===== src/hw/cu_pkg.sv =====
package cu_pkg;

	// Datapath and field widths
	localparam int WORD_W     = 16;	// Data, PC and PSW width
	localparam int OP_W       = 7;	// Opcode field
	localparam int BUS_CTRL_W = 7;	// [6] W/B, [4:3] source, [1:0] destination
	localparam int RNUM_W     = 5;	// Register number incl. temp register
	localparam int ALU_OP_W   = 6;
	localparam int CYCLE_W    = 4;
	localparam int CNT_W      = 3;	// CEX true and false counts
	localparam int CEX_W      = 2 + 2 * CNT_W;	// Active, result, true count, false count
	localparam int FLAGS_W    = 5;	// PSW bits 4:0
	localparam int COND_W     = 4;
	localparam int FIELD_W    = 3;	// dst and srccon fields
	localparam int PSW_SRC_W  = 2;
	localparam int SXT_NUM_W  = 5;

	localparam logic [RNUM_W-1:0] REG_PC     = 5'd7;
	localparam logic [RNUM_W-1:0] REG_CONST2 = 5'd10;	// Constant 2 in the register file
	localparam logic [RNUM_W-1:0] REG_TEMP   = 5'd16;	// Hidden temp register for SWAP

	// Bus words, codes 0 MDR/MAR, 1 reg file, 2 IR, 3 ALU
	localparam logic [BUS_CTRL_W-1:0] BUS_IDLE       = 7'b1111111;	// Invalid, nothing moves
	localparam logic [BUS_CTRL_W-1:0] BUS_PC_TO_MAR  = 7'b0001000;
	localparam logic [BUS_CTRL_W-1:0] BUS_ALU_TO_REG = 7'b0011001;
	localparam logic [BUS_CTRL_W-1:0] BUS_MDR_TO_IR  = 7'b0000010;
	localparam logic [BUS_CTRL_W-1:0] BUS_REG_TO_REG = 7'b0001001;

	localparam logic [PSW_SRC_W-1:0] PSW_SRC_ALU  = 2'd0;
	localparam logic [PSW_SRC_W-1:0] PSW_SRC_IDLE = 2'd3;	// No PSW update

	localparam logic [ALU_OP_W-1:0] ALU_ADD = 6'd0;

	localparam logic [CYCLE_W-1:0] CYC_FETCH   = 4'd1;
	localparam logic [CYCLE_W-1:0] CYC_INC_PC  = 4'd2;
	localparam logic [CYCLE_W-1:0] CYC_LOAD_IR = 4'd3;
	localparam logic [CYCLE_W-1:0] CYC_DECODE  = 4'd4;
	localparam logic [CYCLE_W-1:0] CYC_EXEC    = 4'd5;
	localparam logic [CYCLE_W-1:0] CYC_EXEC2   = 4'd6;
	localparam logic [CYCLE_W-1:0] CYC_EXEC3   = 4'd7;

	localparam logic [OP_W-1:0] OP_BEQ   = 7'd1;
	localparam logic [OP_W-1:0] OP_BGE   = 7'd6;	// First branch of the upper code group
	localparam logic [OP_W-1:0] OP_BRA   = 7'd8;
	localparam logic [OP_W-1:0] OP_ADD   = 7'd9;
	localparam logic [OP_W-1:0] OP_BIS   = 7'd20;
	localparam logic [OP_W-1:0] OP_MOV   = 7'd21;
	localparam logic [OP_W-1:0] OP_SWAP  = 7'd22;
	localparam logic [OP_W-1:0] OP_SRA   = 7'd23;
	localparam logic [OP_W-1:0] OP_RRC   = 7'd24;
	localparam logic [OP_W-1:0] OP_SETCC = 7'd29;
	localparam logic [OP_W-1:0] OP_CLRCC = 7'd30;
	localparam logic [OP_W-1:0] OP_CEX   = 7'd31;

	localparam int PSW_C = 0;
	localparam int PSW_Z = 1;
	localparam int PSW_N = 2;
	localparam int PSW_V = 4;

	localparam logic [SXT_NUM_W-1:0] SXT_BRANCH_BIT = 5'd10;	// Sign bit of branch offset
	localparam logic [COND_W-1:0] BRANCH_CODE_LOW  = 4'd1;	// Opcodes 1..5 to codes 0..4
	localparam logic [COND_W-1:0] BRANCH_CODE_HIGH = 4'd4;	// Opcodes 6..8 to codes 10..12

	localparam logic [COND_W-1:0] COND_EQ = 4'd0;
	localparam logic [COND_W-1:0] COND_NE = 4'd1;
	localparam logic [COND_W-1:0] COND_CS = 4'd2;
	localparam logic [COND_W-1:0] COND_CC = 4'd3;
	localparam logic [COND_W-1:0] COND_MI = 4'd4;
	localparam logic [COND_W-1:0] COND_PL = 4'd5;
	localparam logic [COND_W-1:0] COND_VS = 4'd6;
	localparam logic [COND_W-1:0] COND_VC = 4'd7;
	localparam logic [COND_W-1:0] COND_HI = 4'd8;
	localparam logic [COND_W-1:0] COND_LS = 4'd9;
	localparam logic [COND_W-1:0] COND_GE = 4'd10;
	localparam logic [COND_W-1:0] COND_LT = 4'd11;
	localparam logic [COND_W-1:0] COND_GT = 4'd12;
	localparam logic [COND_W-1:0] COND_LE = 4'd13;
	localparam logic [COND_W-1:0] COND_AL = 4'd14;

endpackage


===== src/hw/cond_eval.sv =====
module cond_eval (
	input  logic [cu_pkg::COND_W-1:0]  code,
	input  logic [cu_pkg::FLAGS_W-1:0] flags,
	output logic                       taken
);
	import cu_pkg::*;

	logic c;
	logic z;
	logic n;
	logic v;

	assign c = flags[PSW_C];
	assign z = flags[PSW_Z];
	assign n = flags[PSW_N];
	assign v = flags[PSW_V];

	always_comb
	begin
		case (code)
			COND_EQ: taken = z;
			COND_NE: taken = !z;
			COND_CS: taken = c;	// Also HS
			COND_CC: taken = !c;	// Also LO
			COND_MI: taken = n;
			COND_PL: taken = !n;
			COND_VS: taken = v;
			COND_VC: taken = !v;
			COND_HI: taken = c && !z;
			COND_LS: taken = !c || z;
			COND_GE: taken = (n == v);
			COND_LT: taken = (n != v);
			COND_GT: taken = !z && (n == v);
			COND_LE: taken = z || (n != v);
			COND_AL: taken = 1'b1;
			default: taken = 1'b0;	// Code 15 never passes
		endcase
	end

endmodule


===== src/hw/cycle_sequencer.sv =====
module cycle_sequencer (
	input  logic                       clock,
	input  logic                       cpucycle_rst,
	input  logic                       restart,
	input  logic [cu_pkg::WORD_W-1:0]  pc,
	input  logic [cu_pkg::WORD_W-1:0]  brkpnt,
	output logic [cu_pkg::CYCLE_W-1:0] cycle,
	output logic                       breakpnt_set
);
	import cu_pkg::*;

	logic brk_hit;	// PC sits on the breakpoint at fetch

	assign brk_hit = (cycle == CYC_FETCH) && (pc == brkpnt);

	always_ff @(posedge clock)
	begin
		if (cpucycle_rst)
		begin
			cycle        <= CYC_FETCH;
			breakpnt_set <= 1'b0;
		end
		else
		begin
			breakpnt_set <= brk_hit;	// Drops once pc moves off brkpnt
			if (breakpnt_set || brk_hit)
			begin
				cycle <= cycle;	// Halted at fetch
			end
			else if (restart)
			begin
				cycle <= CYC_FETCH;	// Next instruction
			end
			else
			begin
				cycle <= cycle + 1'b1;
			end
		end
	end

endmodule


===== src/hw/cex_tracker.sv =====
module cex_tracker (
	input  logic                       clock,
	input  logic                       cpucycle_rst,
	input  logic [cu_pkg::CYCLE_W-1:0] cycle,
	input  logic                       cex_load,
	input  logic [cu_pkg::COND_W-1:0]  cond,
	input  logic [cu_pkg::CNT_W-1:0]   t_count,
	input  logic [cu_pkg::CNT_W-1:0]   f_count,
	input  logic [cu_pkg::WORD_W-1:0]  psw_in,
	output logic                       decode_allow,
	output logic [cu_pkg::CEX_W-1:0]   cex_state
);
	import cu_pkg::*;

	logic             cex_active;	// CEX block in progress
	logic             cex_result;	// Condition outcome at load
	logic [CNT_W-1:0] t_cnt;
	logic [CNT_W-1:0] f_cnt;
	logic [CNT_W-1:0] t_next;
	logic [CNT_W-1:0] f_next;
	logic             cond_taken;

	cond_eval u_cond (
		.code  (cond),
		.flags (psw_in[FLAGS_W-1:0]),
		.taken (cond_taken)
	);

	// True side drains first, then the false side
	assign t_next = (t_cnt != '0) ? t_cnt - 1'b1 : t_cnt;
	assign f_next = (t_cnt == '0 && f_cnt != '0) ? f_cnt - 1'b1 : f_cnt;

	assign decode_allow = !cex_active
		|| (cex_result && t_cnt != '0)
		|| (!cex_result && t_cnt == '0 && f_cnt != '0);

	assign cex_state = {cex_active, cex_result, t_cnt, f_cnt};

	always_ff @(posedge clock)
	begin
		if (cpucycle_rst)
		begin
			cex_active <= 1'b0;
			cex_result <= 1'b0;
			t_cnt      <= '0;
			f_cnt      <= '0;
		end
		else if (cex_load)
		begin
			cex_active <= 1'b1;
			cex_result <= cond_taken;
			t_cnt      <= t_count;
			f_cnt      <= f_count;
		end
		else if (cycle == CYC_DECODE)
		begin
			t_cnt      <= t_next;
			f_cnt      <= f_next;
			cex_active <= cex_active && (t_next != '0 || f_next != '0);	// Block done at zero
		end
	end

endmodule


===== src/hw/microop_control.sv =====
module microop_control (
	input  logic                          clock,
	input  logic                          cpucycle_rst,
	input  logic [cu_pkg::CYCLE_W-1:0]    cycle,
	input  logic                          breakpnt_set,
	input  logic                          decode_allow,
	input  logic [cu_pkg::OP_W-1:0]       op,
	input  logic [cu_pkg::FIELD_W-1:0]    dst,
	input  logic [cu_pkg::FIELD_W-1:0]    srccon,
	input  logic                          wb,
	input  logic                          rc,
	input  logic [cu_pkg::FLAGS_W-1:0]    pswb,
	input  logic [cu_pkg::WORD_W-1:0]     psw_in,
	output logic                          id_en,
	output logic                          psw_update,
	output logic                          s_bus_ctrl,
	output logic                          sxt_bus_ctrl,
	output logic                          sxt_shift,
	output logic [cu_pkg::BUS_CTRL_W-1:0] data_bus_ctrl,
	output logic [cu_pkg::BUS_CTRL_W-1:0] addr_bus_ctrl,
	output logic [cu_pkg::PSW_SRC_W-1:0]  psw_bus_ctrl,
	output logic [cu_pkg::SXT_NUM_W-1:0]  sxt_bit_num,
	output logic [cu_pkg::ALU_OP_W-1:0]   alu_op,
	output logic [cu_pkg::RNUM_W-1:0]     dbus_rnum_dst,
	output logic [cu_pkg::RNUM_W-1:0]     dbus_rnum_src,
	output logic [cu_pkg::RNUM_W-1:0]     alu_rnum_dst,
	output logic [cu_pkg::RNUM_W-1:0]     alu_rnum_src,
	output logic [cu_pkg::RNUM_W-1:0]     addr_rnum_src,
	output logic [cu_pkg::WORD_W-1:0]     psw_out,
	output logic                          restart,
	output logic                          cex_load
);
	import cu_pkg::*;

	logic [COND_W-1:0]     branch_code;	// Branch opcode mapped onto condition table
	logic                  branch_taken;
	logic [OP_W-1:0]       alu_idx;	// ALU function index before the W/B bit
	logic [BUS_CTRL_W-1:0] bus_wb;	// W/B bit placed in a bus word
	logic [RNUM_W-1:0]     dst_rnum;
	logic [RNUM_W-1:0]     src_rnum;
	logic [RNUM_W-1:0]     alu_src_rnum;	// srccon or constant bank via rc

	assign branch_code = (op < OP_BGE) ? op[COND_W-1:0] - BRANCH_CODE_LOW
		: op[COND_W-1:0] + BRANCH_CODE_HIGH;

	cond_eval u_branch_cond (
		.code  (branch_code),
		.flags (psw_in[FLAGS_W-1:0]),
		.taken (branch_taken)
	);

	// Shifts continue the ALU code space right after BIS
	assign alu_idx = (op <= OP_BIS) ? op - OP_ADD : op - OP_SRA + OP_BIS - OP_ADD + 7'd1;

	assign bus_wb       = {wb, {(BUS_CTRL_W-1){1'b0}}};
	assign dst_rnum     = {{(RNUM_W-FIELD_W){1'b0}}, dst};
	assign src_rnum     = {{(RNUM_W-FIELD_W){1'b0}}, srccon};
	assign alu_src_rnum = {{(RNUM_W-FIELD_W-1){1'b0}}, rc, srccon};

	// Restart takes effect at the edge that ends the current cycle
	always_comb
	begin
		restart = 1'b0;
		if (cycle == CYC_DECODE)
		begin
			restart = !decode_allow;	// Skipped by CEX
		end
		else if (cycle == CYC_EXEC)
		begin
			restart = (op != OP_SWAP);	// Only SWAP runs past execute
		end
		else if (cycle > CYC_EXEC2)
		begin
			restart = 1'b1;
		end
	end

	assign cex_load = (cycle == CYC_EXEC) && (op == OP_CEX);

	// Flag register follows psw_in except after SETCC/CLRCC
	always_ff @(posedge clock)
	begin
		psw_out <= psw_in;
		if (cycle == CYC_EXEC && op == OP_SETCC)
		begin
			psw_out[FLAGS_W-1:0] <= psw_in[FLAGS_W-1:0] | pswb;
		end
		else if (cycle == CYC_EXEC && op == OP_CLRCC)
		begin
			psw_out[FLAGS_W-1:0] <= psw_in[FLAGS_W-1:0] & ~pswb;
		end
	end

	always_ff @(posedge clock)
	begin
		if (cpucycle_rst)
		begin
			id_en         <= 1'b0;
			psw_update    <= 1'b0;
			data_bus_ctrl <= BUS_IDLE;
			addr_bus_ctrl <= BUS_IDLE;
			psw_bus_ctrl  <= PSW_SRC_IDLE;
		end
		else
		begin
			id_en         <= 1'b0;	// Strobes and bus words last one clock
			psw_update    <= 1'b0;
			data_bus_ctrl <= BUS_IDLE;
			addr_bus_ctrl <= BUS_IDLE;
			psw_bus_ctrl  <= PSW_SRC_IDLE;
			if (!breakpnt_set)
			begin
				case (cycle)
					CYC_FETCH:
					begin
						addr_rnum_src <= REG_PC;	// PC onto address bus
						addr_bus_ctrl <= BUS_PC_TO_MAR;
						alu_rnum_dst  <= REG_PC;	// Set up PC + 2
						alu_rnum_src  <= REG_CONST2;
						dbus_rnum_dst <= REG_PC;
						alu_op        <= ALU_ADD;
						s_bus_ctrl    <= 1'b0;
					end
					CYC_INC_PC:
						data_bus_ctrl <= BUS_ALU_TO_REG;	// Write incremented PC
					CYC_LOAD_IR:
						data_bus_ctrl <= BUS_MDR_TO_IR;
					CYC_DECODE:
						id_en <= decode_allow;
					CYC_EXEC:
					begin
						case (op) inside
							[OP_BEQ:OP_BRA]:
							begin
								if (branch_taken)
								begin
									sxt_bit_num   <= SXT_BRANCH_BIT;
									sxt_shift     <= 1'b1;	// Word offset
									sxt_bus_ctrl  <= 1'b1;	// Offset from decoder
									s_bus_ctrl    <= 1'b1;	// Extended offset into ALU
									alu_op        <= ALU_ADD;
									alu_rnum_dst  <= REG_PC;
									dbus_rnum_dst <= REG_PC;
									data_bus_ctrl <= BUS_ALU_TO_REG;
								end
							end
							[OP_ADD:OP_BIS], OP_SRA, OP_RRC:
							begin
								alu_op        <= {alu_idx[ALU_OP_W-2:0], wb};
								alu_rnum_dst  <= dst_rnum;
								alu_rnum_src  <= alu_src_rnum;
								dbus_rnum_dst <= dst_rnum;
								psw_update    <= 1'b1;
								psw_bus_ctrl  <= PSW_SRC_ALU;
								data_bus_ctrl <= BUS_ALU_TO_REG | bus_wb;
							end
							OP_MOV:
							begin
								dbus_rnum_dst <= dst_rnum;
								dbus_rnum_src <= src_rnum;
								data_bus_ctrl <= BUS_REG_TO_REG | bus_wb;
							end
							OP_SWAP:
							begin
								dbus_rnum_dst <= REG_TEMP;	// Save src first
								dbus_rnum_src <= src_rnum;
								data_bus_ctrl <= BUS_REG_TO_REG;
							end
							default: ;	// SETCC/CLRCC/CEX act outside the bus words
						endcase
					end
					CYC_EXEC2:
					begin
						if (op == OP_SWAP)
						begin
							dbus_rnum_dst <= src_rnum;	// dst into src
							dbus_rnum_src <= dst_rnum;
							data_bus_ctrl <= BUS_REG_TO_REG;
						end
					end
					CYC_EXEC3:
					begin
						if (op == OP_SWAP)
						begin
							dbus_rnum_dst <= dst_rnum;	// Saved value into dst
							dbus_rnum_src <= REG_TEMP;
							data_bus_ctrl <= BUS_REG_TO_REG;
						end
					end
					default: ;
				endcase
			end
		end
	end

endmodule


===== src/hw/control_unit.sv =====
module control_unit (
	input  logic                          clock,
	input  logic                          cpucycle_rst,
	input  logic [cu_pkg::WORD_W-1:0]     pc,
	input  logic [cu_pkg::WORD_W-1:0]     brkpnt,
	input  logic [cu_pkg::OP_W-1:0]       op,
	input  logic [cu_pkg::COND_W-1:0]     cond,
	input  logic [cu_pkg::CNT_W-1:0]      t_count,
	input  logic [cu_pkg::CNT_W-1:0]      f_count,
	input  logic [cu_pkg::FLAGS_W-1:0]    pswb,
	input  logic [cu_pkg::FIELD_W-1:0]    dst,
	input  logic [cu_pkg::FIELD_W-1:0]    srccon,
	input  logic                          wb,
	input  logic                          rc,
	input  logic [cu_pkg::WORD_W-1:0]     psw_in,
	output logic                          id_en,
	output logic                          psw_update,
	output logic                          s_bus_ctrl,
	output logic                          sxt_bus_ctrl,
	output logic                          sxt_shift,
	output logic                          breakpnt_set,
	output logic [cu_pkg::BUS_CTRL_W-1:0] data_bus_ctrl,
	output logic [cu_pkg::BUS_CTRL_W-1:0] addr_bus_ctrl,
	output logic [cu_pkg::PSW_SRC_W-1:0]  psw_bus_ctrl,
	output logic [cu_pkg::SXT_NUM_W-1:0]  sxt_bit_num,
	output logic [cu_pkg::ALU_OP_W-1:0]   alu_op,
	output logic [cu_pkg::RNUM_W-1:0]     dbus_rnum_dst,
	output logic [cu_pkg::RNUM_W-1:0]     dbus_rnum_src,
	output logic [cu_pkg::RNUM_W-1:0]     alu_rnum_dst,
	output logic [cu_pkg::RNUM_W-1:0]     alu_rnum_src,
	output logic [cu_pkg::RNUM_W-1:0]     addr_rnum_src,
	output logic [cu_pkg::WORD_W-1:0]     psw_out,
	output logic [cu_pkg::CYCLE_W-1:0]    cycle,
	output logic [cu_pkg::CEX_W-1:0]      cex_state_out
);

	logic restart;	// End of instruction
	logic cex_load;	// CEX executing this cycle
	logic decode_allow;	// Not skipped by CEX

	cycle_sequencer u_seq (
		.clock        (clock),
		.cpucycle_rst (cpucycle_rst),
		.restart      (restart),
		.pc           (pc),
		.brkpnt       (brkpnt),
		.cycle        (cycle),
		.breakpnt_set (breakpnt_set)
	);

	cex_tracker u_cex (
		.clock        (clock),
		.cpucycle_rst (cpucycle_rst),
		.cycle        (cycle),
		.cex_load     (cex_load),
		.cond         (cond),
		.t_count      (t_count),
		.f_count      (f_count),
		.psw_in       (psw_in),
		.decode_allow (decode_allow),
		.cex_state    (cex_state_out)
	);

	microop_control u_uop (
		.clock         (clock),
		.cpucycle_rst  (cpucycle_rst),
		.cycle         (cycle),
		.breakpnt_set  (breakpnt_set),
		.decode_allow  (decode_allow),
		.op            (op),
		.dst           (dst),
		.srccon        (srccon),
		.wb            (wb),
		.rc            (rc),
		.pswb          (pswb),
		.psw_in        (psw_in),
		.id_en         (id_en),
		.psw_update    (psw_update),
		.s_bus_ctrl    (s_bus_ctrl),
		.sxt_bus_ctrl  (sxt_bus_ctrl),
		.sxt_shift     (sxt_shift),
		.data_bus_ctrl (data_bus_ctrl),
		.addr_bus_ctrl (addr_bus_ctrl),
		.psw_bus_ctrl  (psw_bus_ctrl),
		.sxt_bit_num   (sxt_bit_num),
		.alu_op        (alu_op),
		.dbus_rnum_dst (dbus_rnum_dst),
		.dbus_rnum_src (dbus_rnum_src),
		.alu_rnum_dst  (alu_rnum_dst),
		.alu_rnum_src  (alu_rnum_src),
		.addr_rnum_src (addr_rnum_src),
		.psw_out       (psw_out),
		.restart       (restart),
		.cex_load      (cex_load)
	);

endmodule


===== config.mk =====
export PLATFORM = sky130hd
export DESIGN_NAME = control_unit
export DESIGN_NICKNAME = d
export VERILOG_FILES = /design/src/hw/cu_pkg.sv /design/src/hw/cond_eval.sv /design/src/hw/cycle_sequencer.sv /design/src/hw/cex_tracker.sv /design/src/hw/microop_control.sv /design/src/hw/control_unit.sv
export SDC_FILE = /design/constraint.sdc
export NUM_CORES = 1
export LEC_CHECK = 0
export ABC_AREA = 0
export BUFFER_PORTS_ARGS = -buffer_cell sky130_fd_sc_hd__clkbuf_2
export CAP_MARGIN = 10
export CORE_MARGIN = 10
export CORE_UTILIZATION = 48
export CTS_CLUSTER_SIZE = 25
export DETAILED_ROUTE_END_ITERATION = 8
export HOLD_SLACK_MARGIN = 0.15
export PLACE_DENSITY = 0.9
export SETUP_SLACK_MARGIN = 0.05
export SLEW_MARGIN = 10
export SYNTH_ARGS = -nofsm -noshare
export SYNTH_HDL_FRONTEND = slang
export SYNTH_HIERARCHICAL = 1
export SYNTH_SLANG_ARGS = --single-unit

===== constraint.sdc =====
create_clock -name clock -period 3.7 [get_ports clock]
set_input_delay 0.185 -clock clock [delete_from_list [all_inputs] [get_ports clock]]
set_output_delay 0.185 -clock clock [all_outputs]
set_load 0.02 [all_outputs]

# Word-level counts from Yosys, hierarchy flattened
# Cells that the tools add are included.
[word_totals] latch_bits=0 register_bits=74 out_inout_bits=86 ram_bits=0 word_cells=197 mem_count=0 in_bits=80 rom_bits=0
[classes] order_cmp=6 mul=0 eq_ne=57 add_sub_neg=10 n_mux=52 bitwise_logic=7 div_mod_pow=0 n_shift=0 n_reduce_logical=47
[ops] cell="2-to-1 mux 5 bit" count=17
[ops] cell="equality test 4 bit, second input constant" count=14
[ops] cell="equality test 7 x 5 -> 1 bit, second input constant" count=7
[ops] cell="equality test 4 x 3 -> 1 bit, second input constant" count=12
[ops] cell="2-to-1 mux 7 bit" count=6
[ops] cell="case mux 1 bit (15 select lines)" count=2
[ops] cell="case mux 7 bit (4 select lines)" count=1
[ops] cell="equality test 4 x 2 -> 1 bit, second input constant" count=6
[ops] cell="case mux 5 bit (2 select lines)" count=2
[ops] cell="case mux 5 bit (4 select lines)" count=1
[ops] cell="2-to-1 mux 3 bit" count=6
[ops] cell="2-to-1 mux 6 bit" count=3
[ops] cell="equality test 16 bit" count=1
[ops] cell="case mux 5 bit (3 select lines)" count=1
[ops] cell="AND reduction 5 bit" count=3
[ops] cell="nonzero test 3 bit" count=5
[ops] cell="logical AND 1 bit" count=13
[ops] cell="equality test 4 x 1 -> 1 bit, second input constant" count=3
[ops] cell="case mux 6 bit (2 select lines)" count=1
[ops] cell="subtractor 5 x 4 -> 5 bit, second input constant" count=2
[ops] cell="logical NOT 4 bit" count=2
[ops] cell="2-to-1 mux 1 bit" count=8
[ops] cell="2-to-1 mux 4 bit" count=2
[ops] cell="!= test 2 bit, second input constant" count=4
[ops] cell="other kinds (36)" count=57

# Longest topological paths before layout
# Gate-level depths: netlist of run 1.
[depth] ltp_word=8 mapped_depth=13 ltp_nobuf=11

# Modules after synthesis
# The synthesis of run 1 kept the hierarchy.
[by_module_without_submodules] mod="microop_control" n_inst=1 area_each_um2=2379.8 cells_each=239
[by_module_without_submodules] mod="cex_tracker" n_inst=1 area_each_um2=548.0 cells_each=66
[by_module_without_submodules] mod="cycle_sequencer" n_inst=1 area_each_um2=440.4 cells_each=52
[by_module_without_submodules] mod="cond_eval" n_inst=2 area_each_um2=193.9 cells_each=28

# Least setup slack after synthesis of run 1
# No wires, ideal clock.
[synth_path] kind="input-to-reg" start="input port op[5] (netlist bit)" end="register u_uop/alu_op[0] (netlist bit) (enable)" path_stages=10 n_path_buf=0 setup_ps=378 arrival_time_ps=2749 slack_ps=573 path_cell_list="or2_2 or3_1 nor2_1 mux2i_1 or2b_1 o31ai_1 a211o_1 a211o_1 a21oi_1 a21oi_1"
[synth_between] elab_chain_cells=6 elab_cells_between_ends=30 cone_classes="order compare (5); eq/ne (18); mux (2); reduce/logical (5)"
[synth_rtl] item="from (decl)" line="control_unit.sv:6" text="input logic [cu_pkg::OP_W-1:0] op,"
[synth_rtl] item="less-than comparator 7 x 3 -> 1 bit *" line="microop_control.sv:43" text="assign branch_code = (op < OP_BGE) ? op[COND_W-1:0] - BRANCH_CODE_LOW"
[synth_rtl] item="2-to-1 mux 4 bit *" line="microop_control.sv:43"
[synth_rtl] item="net u_uop.branch_code[2]" line="microop_control.sv:35" text="logic [COND_W-1:0] branch_code;"
[synth_rtl] item="equality test 4 bit, or another cell as far along" line="cond_eval.sv:20" text="case (code)"
[synth_rtl] item="case mux 1 bit (15 select lines) *" line="cond_eval.sv:20"
[synth_rtl] item="net u_uop.branch_taken" line="microop_control.sv:36" text="logic branch_taken;"
[synth_rtl] item="!= test 3 x 2 -> 1 bit (no line) *"
[synth_rtl] item="AND reduction 5 bit (no line) *"
[synth_rtl] item="to (signal assigned)" line="microop_control.sv:149" text="alu_op <= {alu_idx[ALU_OP_W-2:0], wb};"
[synth_rtl] item="to (decl)" line="microop_control.sv:23" text="output logic [cu_pkg::ALU_OP_W-1:0] alu_op,"
# The timed path passes the listed nets; every way through them passes the cells marked *.
# A chain may end at the register's enable or synchronous reset.

# Worst setup path after layout of run 1
[layout_path] start="input port op[5] (netlist bit)" end="register u_uop/alu_op[2] (netlist bit) (enable)"
# Same word-level chain as after synthesis.

==> results.cfg, run 1 <==
[min_path]
hold_path_class = in2reg
min_from = srccon[2]
whs_endpoint = u_uop/dbus_rnum_src[2]
min_path_cells = 3

[yosys]
syn_inst = 413
ys_seq_area_share_pct = 37.8
netlist.area_leader.share_pct = 20.3
synth.distinct_cells = 70
async_reset_ff_share_pct = 0
netlist_area_mm2 = 0.00376
synth_most_common_cell = dfxtp_1
synth_edf_count = 22
syn_avg_cell_area_um2 = 9.09
ys_seq_elements = 60
netlist_top_cells_count = dfxtp_1, nor2_1, nand2_1
ys_top_cells_by_area = dfxtp_1, edfxtp_1, buf_4, ha_1, xnor2_1
synth_area_leader_cell = dfxtp_1
yosysWarnings = 6
synth_flop_cell = dfxtp_1

[power_and_ir_drop]
pwr-share-comb_pct = 36.7
p_clk_share_pct = 26.8
vdd_drop_max_v = 0.000304
swShare_pct = 37.4
p_seq_share_pct = 36.5
power.internal_mw = 1.47
p_leak_nw = 2.22
p_switching_uw = 882
powerDensity_mw_per_mm2 = 480

[floorplan]
fp.dieW_um = 108
ios = 166
coreArea_mm2 = 0.00769
initial_utilization_pct = 48.9
rows = 32
dieArea_mm2 = 0.0118
die_height_um = 108

[placement]
io_buffers = 147
place.gp.congestion = 0.912
placed_area_mm2 = 0.00444
place_hpwl_um = 8630
post-place-cells = 640

[setup_path]
r2r_cells = 7
max_stage_delay_ps = 660
critPathLaunchType = primary input
r2r_start = u_seq/cycle[2]
r2r_end = u_uop/psw_out[3]
crit_fanout = 9
crit_chain = clkbuf_2 > or2_2 > or3_1 > nor2_1 > mux2i_1 > or2b_1 > o31ai_1 > a211o_1 > a211o_1 > a21oi_1 > a21oi_1
endpoint_kind = flop
critPathTopFamily = compound AO/OA/AOI/OAI gates
critPathSlowestCell = a21oi_1
critPathRequiredTime_ps = 3660
crit_cells = 11
crit_buf_inv = 1
arrival_ps = 3180
ff2ff_setup_slack_ps = 860
crit_type = in2reg

[sta]
fin_setup_tns_ps = 0
fin_skew_ps = 12.3
setup_viol = 0
hold_slack_ps = 164
relSlewSlack_pct = 38.6
max_freq_ghz = 0.311
slew_violations = 0
rsz0062_at_grt = false
finalHoldViolations = 0
period_minus_slack_ps = 3220
worst_pin_slew_ps = 919
post-route-period-util_pct = 87.0

[global_routing]
grt_max_degree = 24
grt_overflow = 0
grt_pass1_vias = 3696
track_usage_pct = 17.7
grt_first_pass_wirelength_um = 17200
antenna_found_initial = 0

[final_layout]
drive_gt1_share_pct = 31.8
diodes = 0
final_cells = 681
ff_latch_area_mm2 = 0.00142
multi_input_area_mm2 = 0.00203
nNetsFinal = 669
num-fill-cells = 646
area_delta_synth_final_pct = 30.5
finalInstanceArea_mm2 = 0.00490

[clock_tree]
cts_hold_buf = 25
root_buffer = clkbuf_8
cts_setup_buffers = 0
worstSkewPairLatency_ps = 340
cts_resized = 0
htreeDepth = 3
clk_pin_slew_worst_paths_ps = 80
cts_buffer_depth = 2
cts_num_sinks = 60
cts_tree = yes
cts_made_buffers = 9

[drt]
ant_nets = 0
wl_um = 11100
wl_per_cell_um = 16.3
vias = 3725
drtPass1Iterations = 6
drt_iter0_drc = 270
drc = 0
viasPerCell = 5.47

[status]
status = finished clean

[run]
max-cap-violations = 0
## metal layers
| metal | part of all wire [%] | vias to the layer above | track usage (%) |
|---|---|---|---|
| li1 | - | 1760 | - |
| met1 | 38 | 1710 | 19.2 |
| met2 | 50 | 232 | 31.7 |
| met3 | 11 | 23 | 6.19 |
| met4 | 1.3 | 0 | 5.65 |
| met5 | 0 | - | 0 |
## area by class of cell
class | count | share of cell area (%)
multi-input combinational | 305 | 41.5
sequential | 60 | 29.0
timing repair buffer | 177 | 20.9
clock buffer | 10 | 3.04
tap | 102 | 2.60
inverter | 21 | 1.61
clock inverter | 6 | 1.40
## cells by family after synthesis
family | count (synthesis) | share of synthesized area, %
buffers and inverters | 64 | 9.59
XOR/XNOR | 26 | 6.46
other | 2 | 0.200
adder cells (fa/ha/maj) | 15 | 5.00
AND/OR/NAND/NOR | 137 | 19.0
AO/OA/AOI/OAI | 100 | 19.2
multiplexers | 9 | 2.70
flip-flops | 60 | 37.8
## tightest hold or removal path: cells and delay by family
kind	cells	cell delay [ps]
buffers and inverters	1	100
AOI/OAI and AO/OA	1	60
and+or+nand+nor	1	50
## power by group through the flow
stage | registers, mW | logic, mW | clock network [mW]
finish | 0.860 | 0.864 | 0.631
global route | 0.873 | 0.946 | 0.681
CTS | 0.860 | 0.860 | 0.645
detailed placement | 0.875 | 0.835 | 0
global placement | 0.870 | 0.813 | 0
floorplan | 0.996 | 0.481 | 0
## worst max-delay path by stage
stage,start,endpoint
2_1_floorplan,op[5],u_uop/alu_op[0]
3_3_place_gp,op[5],u_uop/alu_op[4]
3_5_place_dp,op[5],u_uop/alu_op[0]
4_1_cts,op[5],u_uop/alu_op[2]
5_1_grt,op[5],u_uop/alu_op[2]
6_report,op[5],u_uop/alu_op[2]
## through the flow
step / utilization (%) / power (mW) / setup slack, ps
3_3_place_gp: 57.7 / 1.68 / 386
5_1_grt: 63.8 / 2.50 / 228
6_report: 63.8 / 2.35 / 480
3_5_place_dp: 57.7 / 1.71 / 196
2_1_floorplan: - / 1.48 / 573
4_1_cts: 63.8 / 2.37 / 523
## sequential cells by signal, indices dropped and copies added, names as in the netlist, 4 cells and up, named ones only
name and cells:
u_uop/alu_op 6, u_uop/dbus_rnum_src 4, u_seq/cycle 4, u_uop/data_bus_ctrl 5
u_uop/psw_out 16, u_uop/alu_rnum_src 4, u_uop/dbus_rnum_dst 4
## cells in the final DEF (no fill, tap or decap), drive strengths merged, types with 5 or more instances in the layout
cell type      n
a211o          8
a21oi         25
a32o           5
buf            5
clkbuf       157
conb          18
dfxtp         38
dlygate4sd3   25
edfxtp        22
ha            15
inv           23
mux2i          6
nand2         31
nand2b        12
nand3         13
nor2          31
nor2b          7
nor3          13
o211ai         7
o21ai         13
or3            6
xnor2         23
Power figures use the tool's default switching activity.
==> inputs of run 2 (changes only) <==
--- a/config.mk
+++ b/config.mk
@@ -9,11 +9,11 @@
 export BUFFER_PORTS_ARGS = -buffer_cell sky130_fd_sc_hd__clkbuf_2
 export CAP_MARGIN = 10
 export CORE_MARGIN = 10
-export CORE_UTILIZATION = 48
+export CORE_UTILIZATION = 43
 export CTS_CLUSTER_SIZE = 25
 export DETAILED_ROUTE_END_ITERATION = 8
 export HOLD_SLACK_MARGIN = 0.15
-export PLACE_DENSITY = 0.9
+export PLACE_DENSITY = 0.86
 export SETUP_SLACK_MARGIN = 0.05
 export SLEW_MARGIN = 10
 export SYNTH_ARGS = -nofsm -noshare
==> constraint.sdc (replaced) <==
create_clock -name clock -period 2.9 [get_ports clock]
set_input_delay 0.145 -clock clock [delete_from_list [all_inputs] [get_ports clock]]
set_output_delay 0.145 -clock clock [all_outputs]
set_load 0.02 [all_outputs]
==> run 2 against run 1 <==
Compared with the run above: global-route usage down 0.33 points; combinational power up 38%; non-clock buffer count up 33; sequential power up 26%; first-iteration DRC count down 39%; clock-buffer cell count down 1; register-to-register slack worse by 520 ps; clock skew down 1.9 ps; critical path depth up 1; hold slack better by 52 ps; sequential share of layout area down 1.7 points; via count up 0.35%; largest power group unchanged.
==> results.cfg, run 2 (same netlist as run 1, synthesis figures left out) <==
[final_layout]
final_cells = 720
largest_reg_flops = 16
multi_input_area_mm2 = 0.00207
final_common_cell = clkbuf_2
area_delta_synth_final_pct = 38.5
utilization_pct = 60.6
ff_latch_area_mm2 = 0.00142
final_cell_mix = clkbuf_2, dfxtp_1, dlygate4sd3_1
diodes = 0
reg_top3 = u_uop/psw_out (16), u_uop/alu_op (6), u_uop/data_bus_ctrl (5)
drive_gt1_share_pct = 34.3
num-fill-cells = 777
nNetsFinal = 702
regMostFlops = u_uop/psw_out

[floorplan]
rows = 34
die_height_um = 113
ios = 166
fp.dieW_um = 113
initial_utilization_pct = 43.7
dieArea_mm2 = 0.0129
coreArea_mm2 = 0.00859

[power_and_ir_drop]
power.total_mw = 3.05
powerDensity_mw_per_mm2 = 586
swShare_pct = 38.4
p_switching_mw = 1.17
p_seq_share_pct = 35.4
p_clk_share_pct = 25.4
p_leak_nw = 2.37
pwr-share-comb_pct = 39.1
power.internal_mw = 1.88
vdd_drop_max_v = 0.000316

[drt]
viasPerCell = 5.19
wl_per_cell_um = 16.3
wl_um = 11700
ant_nets = 0
drc = 0
vias = 3738
drtPass1Iterations = 6
drt_iter0_drc = 165

[global_routing]
grt_pass1_vias = 3798
grt_overflow = 0
antenna_found_initial = 0
grt_max_degree = 23
track_usage_pct = 17.4
grt_first_pass_wirelength_um = 18800

[sta]
finalHoldViolations = 0
slew_violations = 0
setup_viol = 0
fin_skew_ps = 10.4
hold_slack_ps = 217
relSlewSlack_pct = 65.3
rsz0062_at_grt = false
post-route-period-util_pct = 95.3
worst_pin_slew_ps = 520
period_minus_slack_ps = 2760
max_freq_ghz = 0.362

[min_path]
min_path_cells = 2
hold_path_class = in2reg

[placement]
place.gp.congestion = 0.888
place_hpwl_um = 9060
post-place-cells = 667
io_buffers = 147

[setup_path]
critPathRequiredTime_ps = 2970
crit_fanout = 7
critPathLaunchType = primary input
arrival_ps = 2840
r2r_cells = 9
endpoint_kind = flop
crit_type = in2reg

[status]
status = finished clean

[clock_tree]
clk_pin_slew_worst_paths_ps = 80
cts_made_buffers = 9
cts_buffer_depth = 2
htreeDepth = 3
cts_num_sinks = 60
root_buffer = clkbuf_8
cts_tree = yes
worstSkewPairLatency_ps = 340

[run]
max-cap-violations = 0
## run 2: cell types whose count changed in the layout (fill, tap and decap cells not counted), sizes merged
cell,previous run,this run
buf,5,27
clkinvlp,1,0
clkbuf,157,156
dlygate4sd3,25,36
clkinv,2,5
inv,23,22
## run 2: stage by stage
stage / setup WS (ps) / cell area, µm² / setup TNS (ps)
after floorplan: 59.8 / 3840 / 0
after global placement: -92.4 / 4630 / -981
after detailed placement: -179 / 4630 / -2600
after CTS: 181 / 5190 / 0
after global routing: 70.0 / 5200 / 0
final: 135 / 5200 / 0
## run 2: per-layer routing
metal / global-route usage (%) / wire length (µm) / share of wire, % / up-vias
li1: - / - / - / 1824
met1: 19.0 / 4500 / 38 / 1739
met2: 31.3 / 6100 / 52 / 162
met3: 5.62 / 989 / 8.5 / 13
met4: 5.25 / 116 / 0.99 / 0
met5: 0 / 0 / 0 / -
## run 2: final timing paths
check / from / end / slack, ps
worst max-delay path: op[5] / u_uop/dbus_rnum_dst[1] / 140
worst min-delay path: cpucycle_rst / u_seq/cycle[3] / 220
worst max register to register: u_cex/t_cnt[0] / u_seq/cycle[1] / 340
worst min register to register: u_cex/cex_active / u_cex/cex_active / 510
## run 2: repair_timing
item	CTS	global route
resized for setup	0	1
setup endpoints to repair	0	12
hold buffers	36	0
setup buffers	0	1
hold endpoints to repair	35	0
## run 2: cell type report
cell class                 count  area share (%)
multi-input combinational    305            39.8
sequential                    60            27.3
timing repair buffer         210            25.0
tap                          108            2.60
clock buffer                   9            2.38
inverter                      21            1.51
clock inverter                 7            1.44
## run 2: critical path: stages
cell	delay (ps)
clkbuf_2	90
or2_2	300
or3_4	370
buf_4	150
o22ai_1	380
buf_4	220
nor2_1	60
a21oi_1	160
o211ai_1	110
a211o_1	350
o31a_1	320
o211a_1	180
## run 2: power groups by stage
stage | sequential [mW] | clock (mW) | combinational [mW]
global placement | 1.09 | 0 | 1.11
global route | 1.09 | 0.836 | 1.29
detailed placement | 1.10 | 0 | 1.14
floorplan | 1.27 | 0 | 0.620
finish | 1.08 | 0.775 | 1.19
CTS | 1.08 | 0.795 | 1.18
==> inputs of run 3 (changes only) <==
--- a/config.mk
+++ b/config.mk
@@ -5,16 +5,17 @@
 export SDC_FILE = /design/constraint.sdc
 export NUM_CORES = 1
 export LEC_CHECK = 0
-export ABC_AREA = 0
+export ABC_AREA = 1
 export BUFFER_PORTS_ARGS = -buffer_cell sky130_fd_sc_hd__clkbuf_2
 export CAP_MARGIN = 10
 export CORE_MARGIN = 10
-export CORE_UTILIZATION = 43
+export CORE_UTILIZATION = 45
 export CTS_CLUSTER_SIZE = 25
 export DETAILED_ROUTE_END_ITERATION = 8
 export HOLD_SLACK_MARGIN = 0.15
-export PLACE_DENSITY = 0.86
+export PLACE_DENSITY = 0.87
 export SETUP_SLACK_MARGIN = 0.05
+export SKIP_LAST_GASP = 1
 export SLEW_MARGIN = 10
 export SYNTH_ARGS = -nofsm -noshare
 export SYNTH_HDL_FRONTEND = slang
==> run 3 against run 2 <==
Compared with the run above: via count increased by 12%; flip-flop and latch count stayed put; synthesized area is 10% higher; clock power up 9.9%; combinational power shrank 4%; register-to-register slack got worse by 120 ps; sequential power increased by 4%.
==> results.cfg, run 3 <==
[yosys]
synth_edf_count = 22
netlist.area_leader.share_pct = 18.4
async_reset_ff_share_pct = 0
synth_most_common_cell = nand2_1
synth_area_leader_cell = dfxtp_1
netlist_area_mm2 = 0.00413
ys_top_cells_by_area = dfxtp_1, edfxtp_1, nand2_1, inv_1, nor2_1
syn_inst = 591
synth_flop_cell = dfxtp_1
ys_seq_elements = 60
netlist_top_cells_count = nand2_1, inv_1, nor2_1
yosysWarnings = 6
ys_seq_area_share_pct = 34.4
syn_avg_cell_area_um2 = 6.99
synth.distinct_cells = 43

[placement]
place_hpwl_um = 9090
place.gp.congestion = 0.899
io_buffers = 147

[drt]
drc = 0
wl_um = 11700
viasPerCell = 4.75
vias = 4196
ant_nets = 0
routed-wl-met3_um = 962
drt_iter0_drc = 179
wl_met1_um = 4570
wl_met2_um = 5980
drtPass1Iterations = 5
highest_layer = met4
wl_per_cell_um = 13.2

[sta]
max_freq_ghz = 0.374
relSlewSlack_pct = 65.6
fin_skew_ps = 7.75
setup_viol = 0
post-route-period-util_pct = 92.3
fin_setup_tns_ps = 0
finalHoldViolations = 0
rsz0062_at_grt = false
slew_violations = 0
period_minus_slack_ps = 2680
worst_pin_slew_ps = 511

[setup_path]
critPathLaunchType = flop
max_stage_delay_ps = 570
crit_path_frequent_cell = dlygate4sd3_1
critPathTopFamily = buffers and inverters
arrival_ps = 2900
crit_type = reg2reg
critPathRequiredTime_ps = 3120
crit_buf_inv = 4
critPathSlowestCell = dlygate4sd3_1
crit_fanout = 10
crit_chain = inv_1 > nand2_1 > nor2_4 > buf_4 > nand3_4 > o21ai_0 > dlygate4sd3_1 > o21ai_1 > dlygate4sd3_1
endpoint_kind = flop

[global_routing]
antenna_found_initial = 0
grt_first_pass_wirelength_um = 19000
track_usage_pct = 17.2
grt_pass1_vias = 4152
grt_max_degree = 13
grt_overflow = 0

[clock_tree]
cts_buffer_depth = 2
clk_pin_slew_worst_paths_ps = 70
cts_setup_buffers = 0
worstSkewPairLatency_ps = 340
root_buffer = clkbuf_8
cts_tree = yes
htreeDepth = 3
cts_num_sinks = 60
cts_made_buffers = 9

[final_layout]
nNetsFinal = 866
diodes = 0
drive_gt1_share_pct = 26.8
reg_top3 = u_uop/psw_out (16), u_uop/alu_op (6), u_uop/data_bus_ctrl (5)
final_common_cell = nand2_1
regMostFlops = u_uop/psw_out
largest_reg_flops = 16
area_delta_synth_final_pct = 31.2
final_cell_mix = nand2_1, clkbuf_2, inv_1

[power_and_ir_drop]
vdd_drop_max_v = 0.000246
powerDensity_mw_per_mm2 = 574
power.total_mw = 3.11
p_leak_nw = 2.81

[floorplan]
die_height_um = 116
ios = 166
dieArea_mm2 = 0.0134
coreArea_mm2 = 0.00885
initial_utilization_pct = 46.7
rows = 34
fp.dieW_um = 116

[status]
status = finished clean

[run]
max-cap-violations = 0

[min_path]
hold_path_class = in2reg
## run 3: cell type report
cell class              instances  area, µm²
well taps                     108        135
flip-flops and latches         60       1420
multi-input cells             413       2150
inverters                     102        385
repair buffers                185       1110
fillers                       795       3430
clock inverters                 7       97.6
clock buffers                   9        124
## run 3: final timing paths
kind / slack [ps] / endpoint / cells past startpoint / start
max: 220 / u_uop/psw_out[3] / 9 / u_seq/cycle[3]
min reg2reg: 500 / u_cex/cex_active / 2 / u_cex/cex_active
min: 170 / u_uop/alu_rnum_src[0] / 3 / srccon[0]
max reg2reg: 220 / u_uop/psw_out[3] / 9 / u_seq/cycle[3]
## run 3: report_power, final
part           leakage [nW]  switching (mW)  internal, mW
logic                  2.19           0.749         0.388
clock network         0.114           0.363         0.489
registers             0.504          0.0894          1.04
## run 3: timing repair
action                                 in CTS  in global routing
setup endpoints to repair                   0                  8
endpoints found under the hold margin      33                  0
gates resized for setup                     0                  5
hold buffers                               34                  0
## run 3: stage by stage
step	hold WS [ps]	util, %	std cells	setup WS (ps)	instance area (µm²)
2_1_floorplan	173	-	607	176	4190
3_3_place_gp	248	54.8	834	159	4850
3_5_place_dp	249	54.8	834	61.5	4850
4_1_cts	151	61.2	884	155	5410
5_1_grt	158	61.3	884	58.0	5420
6_report	168	61.3	884	224	5420
## run 3: worst register-to-register path, stage by stage, from the launching register on
cell and delay, ps:
dfxtp_1 390, inv_1 140, nand2_1 160, nor2_4 180
buf_4 220, nand3_4 130, o21ai_0 170, dlygate4sd3_1 570
o21ai_1 60, dlygate4sd3_1 550
## run 3: logic make-up (layout without fill, tap and decap cells)
logic type / after synthesis / count (layout) / synth area share [%]
AO/OA/AOI/OAI: 60 / 60 / 8.17
AND/OR/NAND/NOR: 307 / 307 / 34.5
multiplexers: 1 / 1 / 0.272
buffers and inverters: 134 / 303 / 15.4
adder cells (fa/ha/maj): 15 / 15 / 4.54
other: 2 / 18 / 0.182
flip-flops: 60 / 60 / 34.4
XOR/XNOR: 12 / 12 / 2.54
## run 3: per-layer routing
metal,GRT usage (%),vias up
li1,-,2174
met1,18.4,1850
met2,31.3,154
met3,5.63,18
met4,5.50,0
met5,0,-
